**src/include/pool_defines.svh**
```systemverilog
// Frame geometry and data width of the pooling layer
// Included by the packages, the RTL and the testbench; all values are
// compile-time and the input sizes must be even for 2x2 windows

`ifndef POOL_DEFINES_SVH
`define POOL_DEFINES_SVH

// ---------------------------------------------------------------------------
// Input frame
// ---------------------------------------------------------------------------

// Pixels per row
`define POOL_IN_WIDTH 8

// Rows per channel
`define POOL_IN_HEIGHT 8

// Channels per frame
`define POOL_CHANNELS 2

// Activation width in bits
`define POOL_DATA_WIDTH 8

// Output map after 2x2, stride 2
`define POOL_OUT_WIDTH (`POOL_IN_WIDTH / 2)
`define POOL_OUT_HEIGHT (`POOL_IN_HEIGHT / 2)

`endif

```
**src/design/pool_ctrl_pkg.sv**
```systemverilog
// Scan-control types of the pooling layer
// Coordinates and channel numbers that locate an activation in the frame;
// the decode stage produces them and the later stages read them

`include "pool_defines.svh"

package pool_ctrl_pkg;

    // Column or row index, wide enough for the larger input side
    typedef logic [$clog2((`POOL_IN_WIDTH > `POOL_IN_HEIGHT) ?
                          `POOL_IN_WIDTH : `POOL_IN_HEIGHT)-1:0] coord_t;

    // Channel index, same width as the output channel tag
    typedef logic [7:0] chan_t;

    // ------------------------------------------------------------------------
    // Position of one activation in raster order
    // ------------------------------------------------------------------------

    typedef struct packed {
        chan_t  chan;
        coord_t row;
        coord_t col;
    } scan_pos_t;

endpackage

```
**src/design/pool_data_pkg.sv**
```systemverilog
// Data-path types of the pooling layer
// Activation and partial-sum widths, and the beats that move between the
// decode, execute and result stages and onto the output stream

`include "pool_defines.svh"

package pool_data_pkg;

    import pool_ctrl_pkg::*;

    // One activation
    typedef logic [`POOL_DATA_WIDTH-1:0] pixel_t;

    // Sum of two and of four activations
    typedef logic [`POOL_DATA_WIDTH:0]   pair_sum_t;
    typedef logic [`POOL_DATA_WIDTH+1:0] quad_sum_t;

    // Decode to execute: tagged activation
    typedef struct packed {
        pixel_t    pixel;
        scan_pos_t pos;
        logic      pair_end;
        logic      win_end;
    } pixel_beat_t;

    // Execute to result and out: one window result
    typedef struct packed {
        pixel_t data;
        chan_t  chan;
        logic   last;
    } pool_beat_t;

endpackage

```
**src/design/pool_scan_decode.sv**
```systemverilog
// Decode stage of the pooling layer
// Accepts activations in raster order, tags each with its frame position
// and its role in the 2x2 window, and counts nonzero activations

`include "pool_defines.svh"

module pool_scan_decode
    import pool_ctrl_pkg::*;
    import pool_data_pkg::*;
(
    input  logic        clk,
    input  logic        reset,
    input  logic        stall,
    input  pixel_t      in_data,
    input  logic        in_valid,
    output pixel_beat_t pix_beat,
    output logic        pix_valid,
    output logic [31:0] spike_count
);

    localparam coord_t LAST_COL  = coord_t'(`POOL_IN_WIDTH - 1);
    localparam coord_t LAST_ROW  = coord_t'(`POOL_IN_HEIGHT - 1);
    localparam chan_t  LAST_CHAN = chan_t'(`POOL_CHANNELS - 1);

    scan_pos_t pos;
    logic      accept;
    logic      pair_end;
    logic      win_end;

    // in_ready is the inverse of stall at the top level
    assign accept = in_valid && !stall;

    // Odd column closes a pair, odd row and odd column close a window
    assign pair_end = pos.col[0];
    assign win_end  = pos.col[0] && pos.row[0];

    // ------------------------------------------------------------------------
    // Scan position, x fastest, then y, then channel
    // ------------------------------------------------------------------------

    always_ff @(posedge clk) begin
        if (reset) begin
            pos <= '0;
        end else if (accept) begin
            if (pos.col == LAST_COL) begin
                pos.col <= '0;
                if (pos.row == LAST_ROW) begin
                    pos.row <= '0;
                    if (pos.chan == LAST_CHAN) begin
                        pos.chan <= '0;
                    end else begin
                        pos.chan <= pos.chan + chan_t'(1);
                    end
                end else begin
                    pos.row <= pos.row + coord_t'(1);
                end
            end else begin
                pos.col <= pos.col + coord_t'(1);
            end
        end
    end

    // ------------------------------------------------------------------------
    // Tagged beat register
    // ------------------------------------------------------------------------

    always_ff @(posedge clk) begin
        if (reset) begin
            pix_valid <= 1'b0;
        end else if (!stall) begin
            pix_valid <= in_valid;
        end
    end

    always_ff @(posedge clk) begin
        if (accept) begin
            pix_beat.pixel    <= in_data;
            pix_beat.pos      <= pos;
            pix_beat.pair_end <= pair_end;
            pix_beat.win_end  <= win_end;
        end
    end

    // Spike counter
    always_ff @(posedge clk) begin
        if (reset) begin
            spike_count <= '0;
        end else if (accept && (in_data != '0)) begin
            spike_count <= spike_count + 32'd1;
        end
    end

endmodule

```
**src/design/pool_window_execute.sv**
```systemverilog
// Execute stage of the pooling layer
// Reduces each horizontal pair to a partial, parks even-row partials in a
// half-row buffer and completes the 2x2 window on the odd row, by maximum
// or by truncated mean as selected by pool_avg

`include "pool_defines.svh"

module pool_window_execute
    import pool_ctrl_pkg::*;
    import pool_data_pkg::*;
(
    input  logic        clk,
    input  logic        reset,
    input  logic        stall,
    input  logic        pool_avg,
    input  pixel_beat_t pix_beat,
    input  logic        pix_valid,
    output pool_beat_t  win_beat,
    output logic        win_valid
);

    localparam int     BUF_IDX_W = (`POOL_OUT_WIDTH > 1) ? $clog2(`POOL_OUT_WIDTH) : 1;
    localparam coord_t LAST_COL  = coord_t'(`POOL_IN_WIDTH - 1);
    localparam coord_t LAST_ROW  = coord_t'(`POOL_IN_HEIGHT - 1);
    localparam chan_t  LAST_CHAN = chan_t'(`POOL_CHANNELS - 1);

    // Even-column pixel waiting for its partner
    pixel_t prev_pix;

    // One pair partial per output column
    pair_sum_t row_buf [`POOL_OUT_WIDTH];

    logic [BUF_IDX_W-1:0] buf_idx;
    pair_sum_t            pair_part;
    pair_sum_t            upper_part;
    quad_sum_t            quad_sum;
    pixel_t               win_result;
    logic                 advance;
    logic                 frame_last;

    assign advance = pix_valid && !stall;

    // Output column of the current pixel is col / 2
    assign buf_idx    = pix_beat.pos.col[BUF_IDX_W:1];
    assign upper_part = row_buf[buf_idx];

    assign frame_last = (pix_beat.pos.col == LAST_COL) &&
                        (pix_beat.pos.row == LAST_ROW) &&
                        (pix_beat.pos.chan == LAST_CHAN);

    // ------------------------------------------------------------------------
    // Pair and window reduction
    // ------------------------------------------------------------------------

    always_comb begin
        if (pool_avg) begin
            pair_part = pair_sum_t'(prev_pix) + pair_sum_t'(pix_beat.pixel);
        end else if (pix_beat.pixel > prev_pix) begin
            pair_part = pair_sum_t'(pix_beat.pixel);
        end else begin
            pair_part = pair_sum_t'(prev_pix);
        end

        quad_sum = quad_sum_t'(upper_part) + quad_sum_t'(pair_part);

        // Mean truncates, max partials never exceed the pixel range
        if (pool_avg) begin
            win_result = quad_sum[`POOL_DATA_WIDTH+1:2];
        end else if (pair_part > upper_part) begin
            win_result = pixel_t'(pair_part);
        end else begin
            win_result = pixel_t'(upper_part);
        end
    end

    // ------------------------------------------------------------------------
    // Pair holding and half-row buffer
    // ------------------------------------------------------------------------

    always_ff @(posedge clk) begin
        if (advance) begin
            if (!pix_beat.pair_end) begin
                prev_pix <= pix_beat.pixel;
            end else if (!pix_beat.pos.row[0]) begin
                row_buf[buf_idx] <= pair_part;
            end
        end
    end

    // ------------------------------------------------------------------------
    // Window result register
    // ------------------------------------------------------------------------

    always_ff @(posedge clk) begin
        if (reset) begin
            win_valid <= 1'b0;
        end else if (!stall) begin
            win_valid <= pix_valid && pix_beat.win_end;
        end
    end

    always_ff @(posedge clk) begin
        if (advance && pix_beat.win_end) begin
            win_beat.data <= win_result;
            win_beat.chan <= pix_beat.pos.chan;
            win_beat.last <= frame_last;
        end
    end

endmodule

```
**src/design/pool_result_stage.sv**
```systemverilog
// Result stage of the pooling layer
// Output register of the pooled stream: takes a window result when empty
// or when its beat leaves, holds it under back-pressure, and counts the
// beats handed to the sink

module pool_result_stage
    import pool_data_pkg::*;
(
    input  logic        clk,
    input  logic        reset,
    input  logic        out_ready,
    input  pool_beat_t  win_beat,
    input  logic        win_valid,
    output pool_beat_t  out_beat,
    output logic        out_valid,
    output logic [31:0] pool_ops_count
);

    // Beat leaves on this edge
    logic take;

    // Register is free for a new beat
    logic load;

    assign take = out_valid && out_ready;
    assign load = !out_valid || out_ready;

    // ------------------------------------------------------------------------
    // Output register
    // ------------------------------------------------------------------------

    // Clears after a handshake with nothing new behind it
    always_ff @(posedge clk) begin
        if (reset) begin
            out_valid <= 1'b0;
        end else if (load) begin
            out_valid <= win_valid;
        end
    end

    // Beat stays put while the sink is not ready
    always_ff @(posedge clk) begin
        if (load && win_valid) begin
            out_beat <= win_beat;
        end
    end

    // ------------------------------------------------------------------------
    // Performance counter
    // ------------------------------------------------------------------------

    always_ff @(posedge clk) begin
        if (reset) begin
            pool_ops_count <= '0;
        end else if (take) begin
            pool_ops_count <= pool_ops_count + 32'd1;
        end
    end

endmodule

```
**src/design/snn_pooling.sv**
```systemverilog
// Streaming 2x2 pooling layer for the SNN accelerator
// Activations enter one per beat in raster order; each window leaves as one
// beat with its channel and a last-of-frame flag. pool_avg selects mean or
// max and changes only between frames

module snn_pooling
    import pool_data_pkg::*;
(
    input  logic        clk,
    input  logic        reset,
    input  pixel_t      in_data,
    input  logic        in_valid,
    output logic        in_ready,
    output pool_beat_t  out_beat,
    output logic        out_valid,
    input  logic        out_ready,
    input  logic        pool_avg,
    output logic [31:0] spike_count,
    output logic [31:0] pool_ops_count
);

    logic        stall;
    pixel_beat_t pix_beat;
    logic        pix_valid;
    pool_beat_t  win_beat;
    logic        win_valid;

    // Whole pipeline freezes while the output beat waits
    assign stall    = out_valid && !out_ready;
    assign in_ready = !stall;

    pool_scan_decode u_decode (
        .clk         (clk),
        .reset       (reset),
        .stall       (stall),
        .in_data     (in_data),
        .in_valid    (in_valid),
        .pix_beat    (pix_beat),
        .pix_valid   (pix_valid),
        .spike_count (spike_count)
    );

    pool_window_execute u_execute (
        .clk       (clk),
        .reset     (reset),
        .stall     (stall),
        .pool_avg  (pool_avg),
        .pix_beat  (pix_beat),
        .pix_valid (pix_valid),
        .win_beat  (win_beat),
        .win_valid (win_valid)
    );

    pool_result_stage u_result (
        .clk            (clk),
        .reset          (reset),
        .out_ready      (out_ready),
        .win_beat       (win_beat),
        .win_valid      (win_valid),
        .out_beat       (out_beat),
        .out_valid      (out_valid),
        .pool_ops_count (pool_ops_count)
    );

endmodule

```
**config.mk**
```make
export PLATFORM = sky130hd
export DESIGN_NAME = snn_pooling
export DESIGN_NICKNAME = d
export VERILOG_FILES = /design/src/design/pool_ctrl_pkg.sv /design/src/design/pool_data_pkg.sv /design/src/design/pool_scan_decode.sv /design/src/design/pool_window_execute.sv /design/src/design/pool_result_stage.sv /design/src/design/snn_pooling.sv
export VERILOG_INCLUDE_DIRS = /design/src /design/src/include
export SDC_FILE = /design/constraint.sdc
export NUM_CORES = 1
export LEC_CHECK = 0
export ABC_CLOCK_PERIOD_IN_PS = 5300
export BUFFER_PORTS_ARGS = -buffer_cell sky130_fd_sc_hd__buf_2
export CORE_MARGIN = 8
export CORE_UTILIZATION = 40
export CTS_BUF_LIST = sky130_fd_sc_hd__clkbuf_8 sky130_fd_sc_hd__clkbuf_16
export DETAILED_ROUTE_END_ITERATION = 10
export GPL_TIMING_DRIVEN = 0
export HOLD_SLACK_MARGIN = 0.15
export SKIP_CTS_REPAIR_TIMING = 1
export SLEW_MARGIN = 5
export SYNTH_ARGS = -nofsm -noshare
export SYNTH_HDL_FRONTEND = slang
export SYNTH_SLANG_ARGS = --single-unit
```
**constraint.sdc**
```tcl
create_clock -name clk -period 5.3 [get_ports clk]
set_clock_uncertainty 0.15 [all_clocks]
set_input_delay 1.06 -clock clk [delete_from_list [all_inputs] [get_ports clk]]
set_output_delay 1.06 -clock clk [all_outputs]
set_load 0.01 [all_outputs]
```
==> results.md, run 1 <==
* Clk root buf: clkbuf_16
* Core Util, Final at 47.9%
* Largest net degree at the start of global routing at 27
* Hold Fails Final Rpt at 0
* Slew headroom at 24.1%
* Post-Syn Area at 8310 µm²
* Detailed Route Iter0 Violations at 191
* Die span in y at 160 µm
* Vias in the first global route at 5696
* Post-DR vias/cell at 5.04
* Seq cells post-synth at 184
* Critical path arrival at 4890 ps
* # clock sinks at 184
* CP peak stage delay at 490 ps
* DRC at 0
* CTS tree: built
* Core area at 20300 µm²
* Number of synthesized flops with an enable pin at 101
* Top Metal Used: met4
* Die width at 160 µm
* Metal-1 WL at 7810 µm
* Worst Path Max Fanout at 8
* Total power at 3040 µW
* Fin nets at 897
* Placer congestion estimate at 0.839
* Avg Cell Area, Syn at 11.5 µm²
* Die area at 25600 µm²
* Final Max Slew Viols at 0
* Actual slew at the worst max-slew pin at 1130 ps
* RSZ-0062 raised after global routing: no
* Placed Cells at 1089
* Leakage at 0.00374 µW
* Fmax at 203 MHz
* Dpl cell area at 9130 µm²
* Ys Warns at 0
* Share of layout cells above drive strength 1 at 18.4%
* H-tree levels at 4
* Worst setup SP type: flop
* Total CTS buffers at 17
* Hpwl dp at 12200 µm
* Routed WL at 16900 µm
* Outcome: complete, no violations
* Initial antenna violation count at 0
* HP Class: flop to flop
* Starting Density at 40.9%
* First-pass GRT wire length at 28600 µm
* Post-synthesis cell type count at 60
* # diodes at 0
* Met3 wire length at 932 µm
* Syn Inst Count at 725
* Cell Pwr Density at 313 nW/µm²
* Hold WS at 270 ps
* # setup viols final at 0
* Worst Setup End Kind: flop
* Top delay family on crit path: compound AO/OA/AOI/OAI gates
* CP Class: flop to flop
* Fin area at 9730 µm²
* Max_cap viols at 0
* Grt ovf at 0
* Clock slew seen by the registers of the worst setup and hold paths at 60 ps
* Crit-path cells: ha_1 > nor2b_1 > o211ai_1 > a21oi_1 > o32ai_4 > buf_4 > mux2_2 > mux2_2 > ha_1 > nand2b_1 > nor3_1 > nand4_1 > o21ai_1 > nand2b_1 > clkbuf_1 > o221ai_1
* Synth Flop Type: edfxtp_1
* Post-synth ARST share at 0%
* Tmin final at 4920 ps
* Highest ir drop seen on vdd at 257 µV
* IO Count at 96
* Metal2 WL at 7840 µm
* Clk_lat worst skew at 430 ps
* Clock Tree Buf Depth at 2
* Final cycle utilization of the critical path at 92.9%
* Req. time, crit path at 5270 ps
* Non-Filler Instances at 1123
* Vias at 5664
* 1st-pass router iterations at 6
* Average wire per standard cell at 15.0 µm
* Synth Net Count at 781
* Max stage delay cell, worst path: edfxtp_1
* Row count at 52
* Synth-to-Final Area Change at 17.1%
* Register area share after synthesis at 56.5%
* Tot GR Track Use at 13.6%
* Detail Route Antenna Nets at 0
* WP buf/inv at 2
* Number of port buffers at 94
-- sequential cells by signal, summed over array words and instances, names as in the netlist, named ones only --
| signal | flops |
|---|---|
| u_execute.prev_pix | 8 |
| u_decode.pair_end | 1 |
| u_execute.win_beat | 17 |
| u_decode.pos | 13 |
| u_decode.spike_count | 32 |
| u_execute.win_valid | 1 |
| u_decode.pix_valid | 1 |
| u_result.out_valid | 1 |
| u_result.out_beat | 17 |
| u_decode.pix_beat | 23 |
| u_result.pool_ops_count | 32 |
| u_execute.row_buf | 36 |
-- final cells by class --
class / instances / area (µm²)
fillers: 1929 / 10600
clock buffers: 20 / 478
inverters: 37 / 139
flip-flops and latches: 184 / 4690
repair buffers: 97 / 493
clock inverters: 11 / 85.1
well taps: 270 / 338
multi-input cells: 487 / 3430
plain buffers: 17 / 71.3
-- per-stage QoR --
step	TNS, ps	setup WS, ps
after detailed placement	0	12.3
after global routing	0	60.2
final	0	379
after CTS	-142	-57.6
after global placement	-13.7	-13.7
after floorplan	0	1060
-- cell families (layout without fill, tap and decap cells) --
logic type | after synthesis | in the layout | synth area share, %
simple gates | 267 | 267 | 16.3
flops | 184 | 184 | 56.5
compound gates | 73 | 73 | 5.60
xor+xnor | 71 | 71 | 7.49
buf+inv | 54 | 182 | 2.53
fa+ha+maj | 43 | 43 | 6.57
mux | 33 | 33 | 5.02
-- Yosys cell counts (2+ instances only) --
master	count	area (µm²)
edfxtp_1	101	3030
nor2_1	96	360
dfxtp_1	83	1660
ha_1	42	526
nand2_1	40	150
xnor2_1	37	324
inv_1	35	131
xor2_1	34	298
nand3_1	32	160
a21oi_1	29	145
nand4_1	21	131
mux2i_1	18	180
nor3_1	17	85.1
o21ai_0	16	80.1
clkbuf_1	14	52.6
mux2_2	8	90.1
nand2b_1	8	50.1
or3_1	8	50.1
and4_1	7	61.3
o221ai_1	7	61.3
mux4_2	6	135
nor2b_1	6	37.5
and2_1	5	31.3
and3_1	5	31.3
nor4_1	5	31.3
nor3b_1	4	30.0
o31ai_1	3	22.5
a211oi_1	2	15.0
buf_1	2	7.51
nand4b_1	2	17.5
o21a_1	2	15.0
or4_1	2	15.0
-- worst reg2reg max path, stage by stage (launching register included) --
cell,delay (ps)
edfxtp_1,490
ha_1,370
nor2b_1,140
o211ai_1,190
a21oi_1,140
o32ai_4,350
buf_4,200
mux2_2,350
mux2_2,350
ha_1,390
nand2b_1,120
nor3_1,210
nand4_1,140
o21ai_1,280
nand2b_1,170
clkbuf_1,350
o221ai_1,250
-- path summary, 6_finish.rpt --
check             slack (ps)                endpoint              startpoint  cells after the start
setup / recovery         380  u_execute.win_beat[11]   u_decode.pix_beat[17]                     16
hold / removal           270   u_result.out_beat[16]  u_execute.win_beat[16]                      0
setup reg to reg         380  u_execute.win_beat[11]   u_decode.pix_beat[17]                     16
hold reg to reg          270   u_result.out_beat[16]  u_execute.win_beat[16]                      0
-- layer usage --
metal	track usage, %	up-vias
li1	-	2839
met4	4.12	0
met5	0	-
met1	16.6	2694
met2	22.1	111
met3	4.68	20
-- placed cells by master (no fill, tap or decap), types with 3 or more instances in the layout --
cell       Yosys  layout
and2_1         5       5
dfxtp_1       83      83
clkbuf_1      14      14
nand2b_1       8       8
nor4_1         5       5
mux2i_1       18      17
mux4_2         6       6
and3_1         5       5
edfxtp_1     101     101
or3_1          8       8
o31ai_1        3       3
o221ai_1       7       7
nand4_1       21      21
inv_6          0       4
xnor2_1       37      37
o21ai_0       16      16
xor2_1        34      34
inv_1         35      36
mux2_2         8       8
buf_2          0      94
nand2_1       40      40
a21oi_1       29      29
nor2_1        96      96
nand3_1       32      32
buf_4          0       3
clkbuf_16      0      18
ha_1          42      42
nor3_1        17      16
nor2b_1        6       6
and4_1         7       7
-- report_power, final --
group / switching, µW / total (µW) / internal (µW) / leakage [µW]
combinational: 167 / 281 / 114 / 0.00185
sequential: 17.8 / 1560 / 1540 / 0.00161
clock: 544 / 1200 / 659 / 0.000278
total: 729 / 3040 / 2310 / 0.00374
No activity file was read; power rests on OpenSTA's default activity.
==> inputs of run 2 (changes only) <==
--- a/config.mk
+++ b/config.mk
@@ -8,12 +8,15 @@
 export LEC_CHECK = 0
 export ABC_CLOCK_PERIOD_IN_PS = 5300
 export BUFFER_PORTS_ARGS = -buffer_cell sky130_fd_sc_hd__buf_2
+export CELL_PAD_IN_SITES_DETAIL_PLACEMENT = 1
+export CELL_PAD_IN_SITES_GLOBAL_PLACEMENT = 1
 export CORE_MARGIN = 8
 export CORE_UTILIZATION = 40
 export CTS_BUF_LIST = sky130_fd_sc_hd__clkbuf_8 sky130_fd_sc_hd__clkbuf_16
 export DETAILED_ROUTE_END_ITERATION = 10
 export GPL_TIMING_DRIVEN = 0
 export HOLD_SLACK_MARGIN = 0.15
+export PLACE_DENSITY_LB_ADDON = 0.1
 export SKIP_CTS_REPAIR_TIMING = 1
 export SLEW_MARGIN = 5
 export SYNTH_ARGS = -nofsm -noshare
==> run 2 against run 1 <==
Sequential cell count did not move. Hold slack better by 2.6 ps. Combinational power grew 4%. Die area unchanged. Register-to-register slack improved by 80 ps. Worst setup slack gained 84 ps. Final cell count rose by 0.18%. Utilization rose by 0.81 points. Non-clock buffer count grew 1. Highest routed layer unchanged.
==> results.md, run 2 (synthesized netlist as in run 1, its figures left out) <==
* Outcome: complete, no violations
* Die area at 25600 µm² (unchanged)
* Critical path arrival at 4830 ps (-60 ps)
* Die span in y at 160 µm (unchanged)
* Non-Filler Instances at 1125 (+0.18%)
* Hold Fails Final Rpt at 0 (unchanged)
* Actual slew at the worst max-slew pin at 1070 ps (-62.0 ps)
* Most frequent cells in the layout: edfxtp_1, nor2_1, buf_2, dfxtp_1, ha_1
* Worst Setup SP: u_decode.pix_beat[21]
* Max_cap viols at 0 (unchanged)
* Vias in the first global route at 6367 (+12%)
* Crit-path cells: ha_1 > a211oi_1 > nor2_1 > o32ai_4 > buf_4 > mux2i_1 > mux2i_1 > ha_1 > a2111oi_0 > a211oi_1 > o21ai_2 > nand2b_1 > clkbuf_1 > o221ai_1
* Worst slack, placed at -247 ps (-259 ps)
* Storage cell area at 4690 µm² (unchanged)
* Hpwl dp at 15000 µm (+23%)
* Grt ovf at 0 (unchanged)
* Largest register FFs at 36 (unchanged)
* Slack of the critical path at 462 ps (+83.5 ps)
* Share of layout cells above drive strength 1 at 18.7% (+0.31 points)
* Average wire per standard cell at 17.8 µm (+18%)
* Highest ir drop seen on vdd at 227 µV (-11%)
* Vias at 5835 (+3.0%)
* Fillers at 2224 (+15%)
* Worst Path Max Fanout at 8 (unchanged)
* Clk_lat worst skew at 430 ps (about the same)
* WP buf/inv at 2 (unchanged)
* Largest net degree at the start of global routing at 27 (unchanged)
* IO Count at 96 (unchanged)
* Levels on crit path at 14 (-2)
* Most common cell after layout, fill and taps aside: edfxtp_1
* Reg-to-Reg Start: u_decode.pix_beat[21]
* Fin nets at 898 (+0.11%)
* # clock sinks at 184 (unchanged)
* Clock Tree Buf Depth at 2 (unchanged)
* Slew headroom at 28.3% (+4.2 points)
* First-pass GRT wire length at 32800 µm (+15%)
* # diodes at 0 (unchanged)
* Leakage at 0.00381 µW (+1.9%)
* Core area at 20300 µm² (unchanged)
* Final Max Slew Viols at 0 (unchanged)
* Largest regs: u_execute.row_buf: 36 flops, u_decode.spike_count: 32 flops, u_result.pool_ops_count: 32 flops
* Worst R2R Path Depth at 14 (-2)
* CP Class: flop to flop
* Row count at 52 (unchanged)
* Die width at 160 µm (unchanged)
* Clk root buf: clkbuf_16
* # setup viols final at 0 (unchanged)
* Total CTS buffers at 17 (unchanged)
* Largest Register: u_execute.row_buf
* Tmin final at 4840 ps (-83.5 ps)
* Routed WL at 20000 µm (+19%)
* Worst setup SP type: flop
* CP endpoint: u_execute.win_beat[10]
* Detail Route Antenna Nets at 0 (unchanged)
* Total power at 3380 µW (+11%)
* Top Metal Used: met4
* Clock slew seen by the registers of the worst setup and hold paths at 70 ps (about the same)
* Worst reg2reg setup slack at 460 ps (+80 ps)
* R2R Path End: u_execute.win_beat[10]
* Number of port buffers at 94 (unchanged)
* CTS tree: built
* Met3 wire length at 734 µm (-21%)
* Req. time, crit path at 5290 ps (+20 ps)
* CP peak stage delay at 470 ps (-20 ps)
* DRC at 0 (unchanged)
* H-tree levels at 4 (unchanged)
* Fmax at 207 MHz (+1.7%)
* RSZ-0062 raised after global routing: no
* Placed Cells at 1089 (unchanged)
* HP Class: flop to flop
* Worst Setup End Kind: flop
* Starting Density at 40.9% (unchanged)
* Placer congestion estimate at 0.809 (-3.5%)
* Metal2 WL at 10700 µm (+36%)
* Max stage delay cell, worst path: a2111oi_0
* 1st-pass router iterations at 4 (-2)
* Detailed Route Iter0 Violations at 141 (-26%)
* Final cycle utilization of the critical path at 91.3% (-1.6 points)
* Top delay family on crit path: compound AO/OA/AOI/OAI gates
* Post-DR vias/cell at 5.19 (+2.8%)
* Cell Pwr Density at 342 nW/µm² (+9.4%)
* Hold WS at 272 ps (+2.65 ps)
* Initial antenna violation count at 0 (unchanged)
* Tot GR Track Use at 15.8% (+2.3 points)
* Synth-to-Final Area Change at 19.1%
* Metal-1 WL at 8250 µm (+5.7%)
* Multi-input gate area at 3430 µm² (+0.11%)
-- run 2: worst min-delay path by stage --
stage	start	end	slack, ps	depth (start not counted)
after detailed placement	u_execute.win_beat[1]	u_result.out_beat[1]	260	0
after global placement	u_execute.win_beat[15]	u_result.out_beat[15]	250	0
after CTS	u_execute.win_beat[1]	u_result.out_beat[1]	270	0
after global routing	u_execute.win_beat[11]	u_result.out_beat[11]	280	0
final	u_execute.win_beat[11]	u_result.out_beat[11]	270	0
after floorplan	u_execute.win_beat[0]	u_result.out_beat[0]	250	0
-- run 2: cell type report --
class,instances,share of cell area [%]
buffer,17,0.721
clock inverter,15,2.95
multi-input combinational,487,34.7
tap,270,3.41
timing repair buffer,98,5.06
clock buffer,17,4.30
inverter,37,1.40
sequential,184,47.4
-- run 2: power breakdown --
group	switching (µW)	leakage (µW)	internal [µW]
Sequential	18.9	0.00161	1540
Clock	550	0.000342	982
Combinational	176	0.00186	117
-- run 2: metal layers --
layer	vias to the layer above	GRT usage, %
met5	-	0
met4	0	5.78
met3	27	3.91
met2	82	29.4
met1	2900	17.1
li1	2826	-
-- run 2: stage by stage --
stage,instance area (µm²),TNS [ps],utilization [%]
global route,9890,0,48.7
global placement,9110,-5.53,44.9
CTS,9850,-1670,48.5
finish,9890,0,48.7
floorplan,8310,0,-
detailed placement,9130,-1460,45.0
==> inputs of run 3 (changes only) <==
--- a/config.mk
+++ b/config.mk
@@ -11,12 +11,12 @@
 export CELL_PAD_IN_SITES_DETAIL_PLACEMENT = 1
 export CELL_PAD_IN_SITES_GLOBAL_PLACEMENT = 1
 export CORE_MARGIN = 8
-export CORE_UTILIZATION = 40
+export CORE_UTILIZATION = 32
 export CTS_BUF_LIST = sky130_fd_sc_hd__clkbuf_8 sky130_fd_sc_hd__clkbuf_16
 export DETAILED_ROUTE_END_ITERATION = 10
 export GPL_TIMING_DRIVEN = 0
 export HOLD_SLACK_MARGIN = 0.15
-export PLACE_DENSITY_LB_ADDON = 0.1
+export PLACE_DENSITY = 0.57
 export SKIP_CTS_REPAIR_TIMING = 1
 export SLEW_MARGIN = 5
 export SYNTH_ARGS = -nofsm -noshare
==> constraint.sdc (replaced) <==
create_clock -name clk -period 5.3 [get_ports clk]
set_clock_uncertainty 0.15 [all_clocks]
set_input_delay 1.06 -clock clk [delete_from_list [all_inputs] [get_ports clk]]
set_output_delay 1.06 -clock clk [all_outputs]
set_load 0.1 [all_outputs]
==> run 3 against run 2 <==
Wire length shrank 0.85%. Sequential cell count is the same. Sequential share of layout area grew 0.30 points. Register-to-register slack lost 70 ps. Global-route usage shrank 2.9 points. Fmax shrank 1.4%. Worst setup slack lost 68 ps. Critical endpoint is now u_execute.win_beat[13].
==> results.md, run 3 (synthesized netlist as in run 1, its figures left out) <==
* Die width at 177 µm (+11%)
* Die area at 31400 µm² (+22%)
* DRC at 0 (unchanged)
* Clk_lat worst skew at 440 ps (about the same)
* Total power at 3110 µW (-8.2%)
* Largest Register: u_execute.row_buf
* Detail Route Antenna Nets at 0 (unchanged)
* Row count at 59 (+13%)
* Placer congestion estimate at 0.782 (-3.4%)
* Largest register FFs at 36 (unchanged)
* Int Power at 2300 µW (-13%)
* Final Max Slew Viols at 0 (unchanged)
* Post-DR vias/cell at 4.78 (-7.9%)
* HP Class: flop to flop
* Vias at 5691 (-2.5%)
* Max_cap viols at 0 (unchanged)
* Comb pwr share at 10.2% (+1.5 points)
* Worst Setup End Kind: flop
* Clock Tree Buf Depth at 2 (unchanged)
* Fmax at 204 MHz (-1.4%)
* # setup viols final at 0 (unchanged)
* Outcome: complete, no violations
* CP Class: flop to flop
* Worst Path Max Fanout at 8 (unchanged)
* Fin nets at 899 (+0.11%)
* Hold Fails Final Rpt at 0 (unchanged)
* Clk root buf: clkbuf_16
* Clock slew seen by the registers of the worst setup and hold paths at 80 ps (about the same)
* Worst slack, placed at -220 ps (+27.4 ps)
* Sw Pwr at 810 µW (+8.8%)
* Switching share of power at 26.1% (+4.1 points)
* Detailed Route Iter0 Violations at 166 (+18%)
* H-tree levels at 4 (unchanged)
* Clock power share at 39.6% (-5.7 points)
* Cell Pwr Density at 316 nW/µm² (-7.6%)
* First-pass GRT wire length at 32100 µm (-2.1%)
* Actual slew at the worst max-slew pin at 995 ps (-70.6 ps)
* Largest net degree at the start of global routing at 27 (unchanged)
* Tot GR Track Use at 13.0% (-2.9 points)
* # clock sinks at 184 (unchanged)
* Core area at 25800 µm² (+27%)
* Slew headroom at 33.0% (+4.7 points)
* Routed WL at 19800 µm (-0.85%)
* Leakage at 0.00375 µW (-1.5%)
* Most common cell after layout, fill and taps aside: edfxtp_1
* Grt ovf at 0 (unchanged)
* Fin area at 9830 µm² (-0.63%)
* Number of port buffers at 94 (unchanged)
* IO Count at 96 (unchanged)
* Dpl cell area at 9220 µm² (+0.97%)
* Most frequent cells in the layout: edfxtp_1, nor2_1, buf_2, dfxtp_1, ha_1
* Tmin final at 4910 ps (+68.4 ps)
* Total CTS buffers at 17 (unchanged)
* RSZ-0062 raised after global routing: no
* Slack of the critical path at 394 ps (-68.4 ps)
* Final cycle utilization of the critical path at 92.6% (+1.3 points)
* Hpwl dp at 14500 µm (-3.1%)
* Highest ir drop seen on vdd at 148 µV (-35%)
* 1st-pass router iterations at 6 (+2)
* Critical path arrival at 4900 ps (+70 ps)
* Worst setup SP type: flop
* Starting Density at 32.2% (-8.7 points)
* Share of layout cells above drive strength 1 at 18.8% (+0.095 points)
* Post-Route Setup TNS at 0 ps (unchanged)
* Largest regs: u_execute.row_buf: 36 flops, u_decode.spike_count: 32 flops, u_result.pool_ops_count: 32 flops
* Part of the power in registers at 50.1% (+4.0 points)
* Req. time, crit path at 5290 ps (about the same)
* Vias in the first global route at 5983 (-6.0%)
* # diodes at 0 (unchanged)
* Die span in y at 177 µm (+11%)
* Average wire per standard cell at 16.7 µm (-6.3%)
* Initial antenna violation count at 0 (unchanged)
* Synth-to-Final Area Change at 18.4%
* CTS tree: built
## run 3: cell count changes in the layout (fill, tap and decap cells not counted), sizes merged
cell / delta
clkbuf: +2
clkinv: +2
clkinvlp: -1
buf: +1
bufinv: -8
inv: +5
## run 3: final timing paths
| path | start | to | slack, ps | cells after the start |
|---|---|---|---|---|
| worst max-delay path | u_decode.pix_beat[17] | u_execute.win_beat[13] | 390 | 15 |
| worst min-delay path | u_execute.win_beat[0] | u_result.out_beat[0] | 260 | 0 |
| worst max register to register | u_decode.pix_beat[17] | u_execute.win_beat[13] | 390 | 15 |
| worst min register to register | u_execute.win_beat[0] | u_result.out_beat[0] | 260 | 0 |
## run 3: critical path, cell delays in order (launching register included)
cell and delay, ps:
edfxtp_1 480, ha_1 360, nor2b_1 140, o211ai_1 180, a21oi_1 160, o32ai_4 380, buf_4 200, mux2i_1 340
mux2i_1 300, ha_1 320, a2111oi_0 360, a211oi_1 170, o21ai_2 310, nand2b_1 150, clkbuf_1 350, o221ai_1 250
## run 3: metal layers
metal,track usage [%],vias up,routed length [µm],part of all wire [%]
li1,-,2834,-,-
met1,16.0,2768,9090,46
met2,21.6,75,9690,49
met3,3.97,14,873,4.4
met4,3.61,0,194,0.98
met5,0,-,0,0
## run 3: power groups by stage
stage	registers [µW]	clock network (µW)	logic [µW]
after CTS	1560	1280	314
after global routing	1560	1330	353
after detailed placement	1590	0	313
after floorplan	1610	0	204
final	1560	1230	319
after global placement	1590	0	309
## run 3: layout make-up
type / instances / area (µm²)
Buffer: 17 / 71.3
Clock buffer: 19 / 453
Clock inverter: 13 / 113
Fill cell: 2863 / 15900
Inverter: 37 / 139
Multi-Input combinational cell: 487 / 3430
Sequential cell: 184 / 4690
Tap cell: 335 / 419
Timing Repair Buffer: 99 / 508
## run 3: metrics by stage
step           utilization [%]  hold WS (ps)  std cells
2_1_floorplan                -           250        725
3_3_place_gp              35.7           251       1154
3_5_place_dp              35.8           256       1155
4_1_cts                   38.0           260       1187
5_1_grt                   38.2           273       1191
6_report                  38.2           258       1191
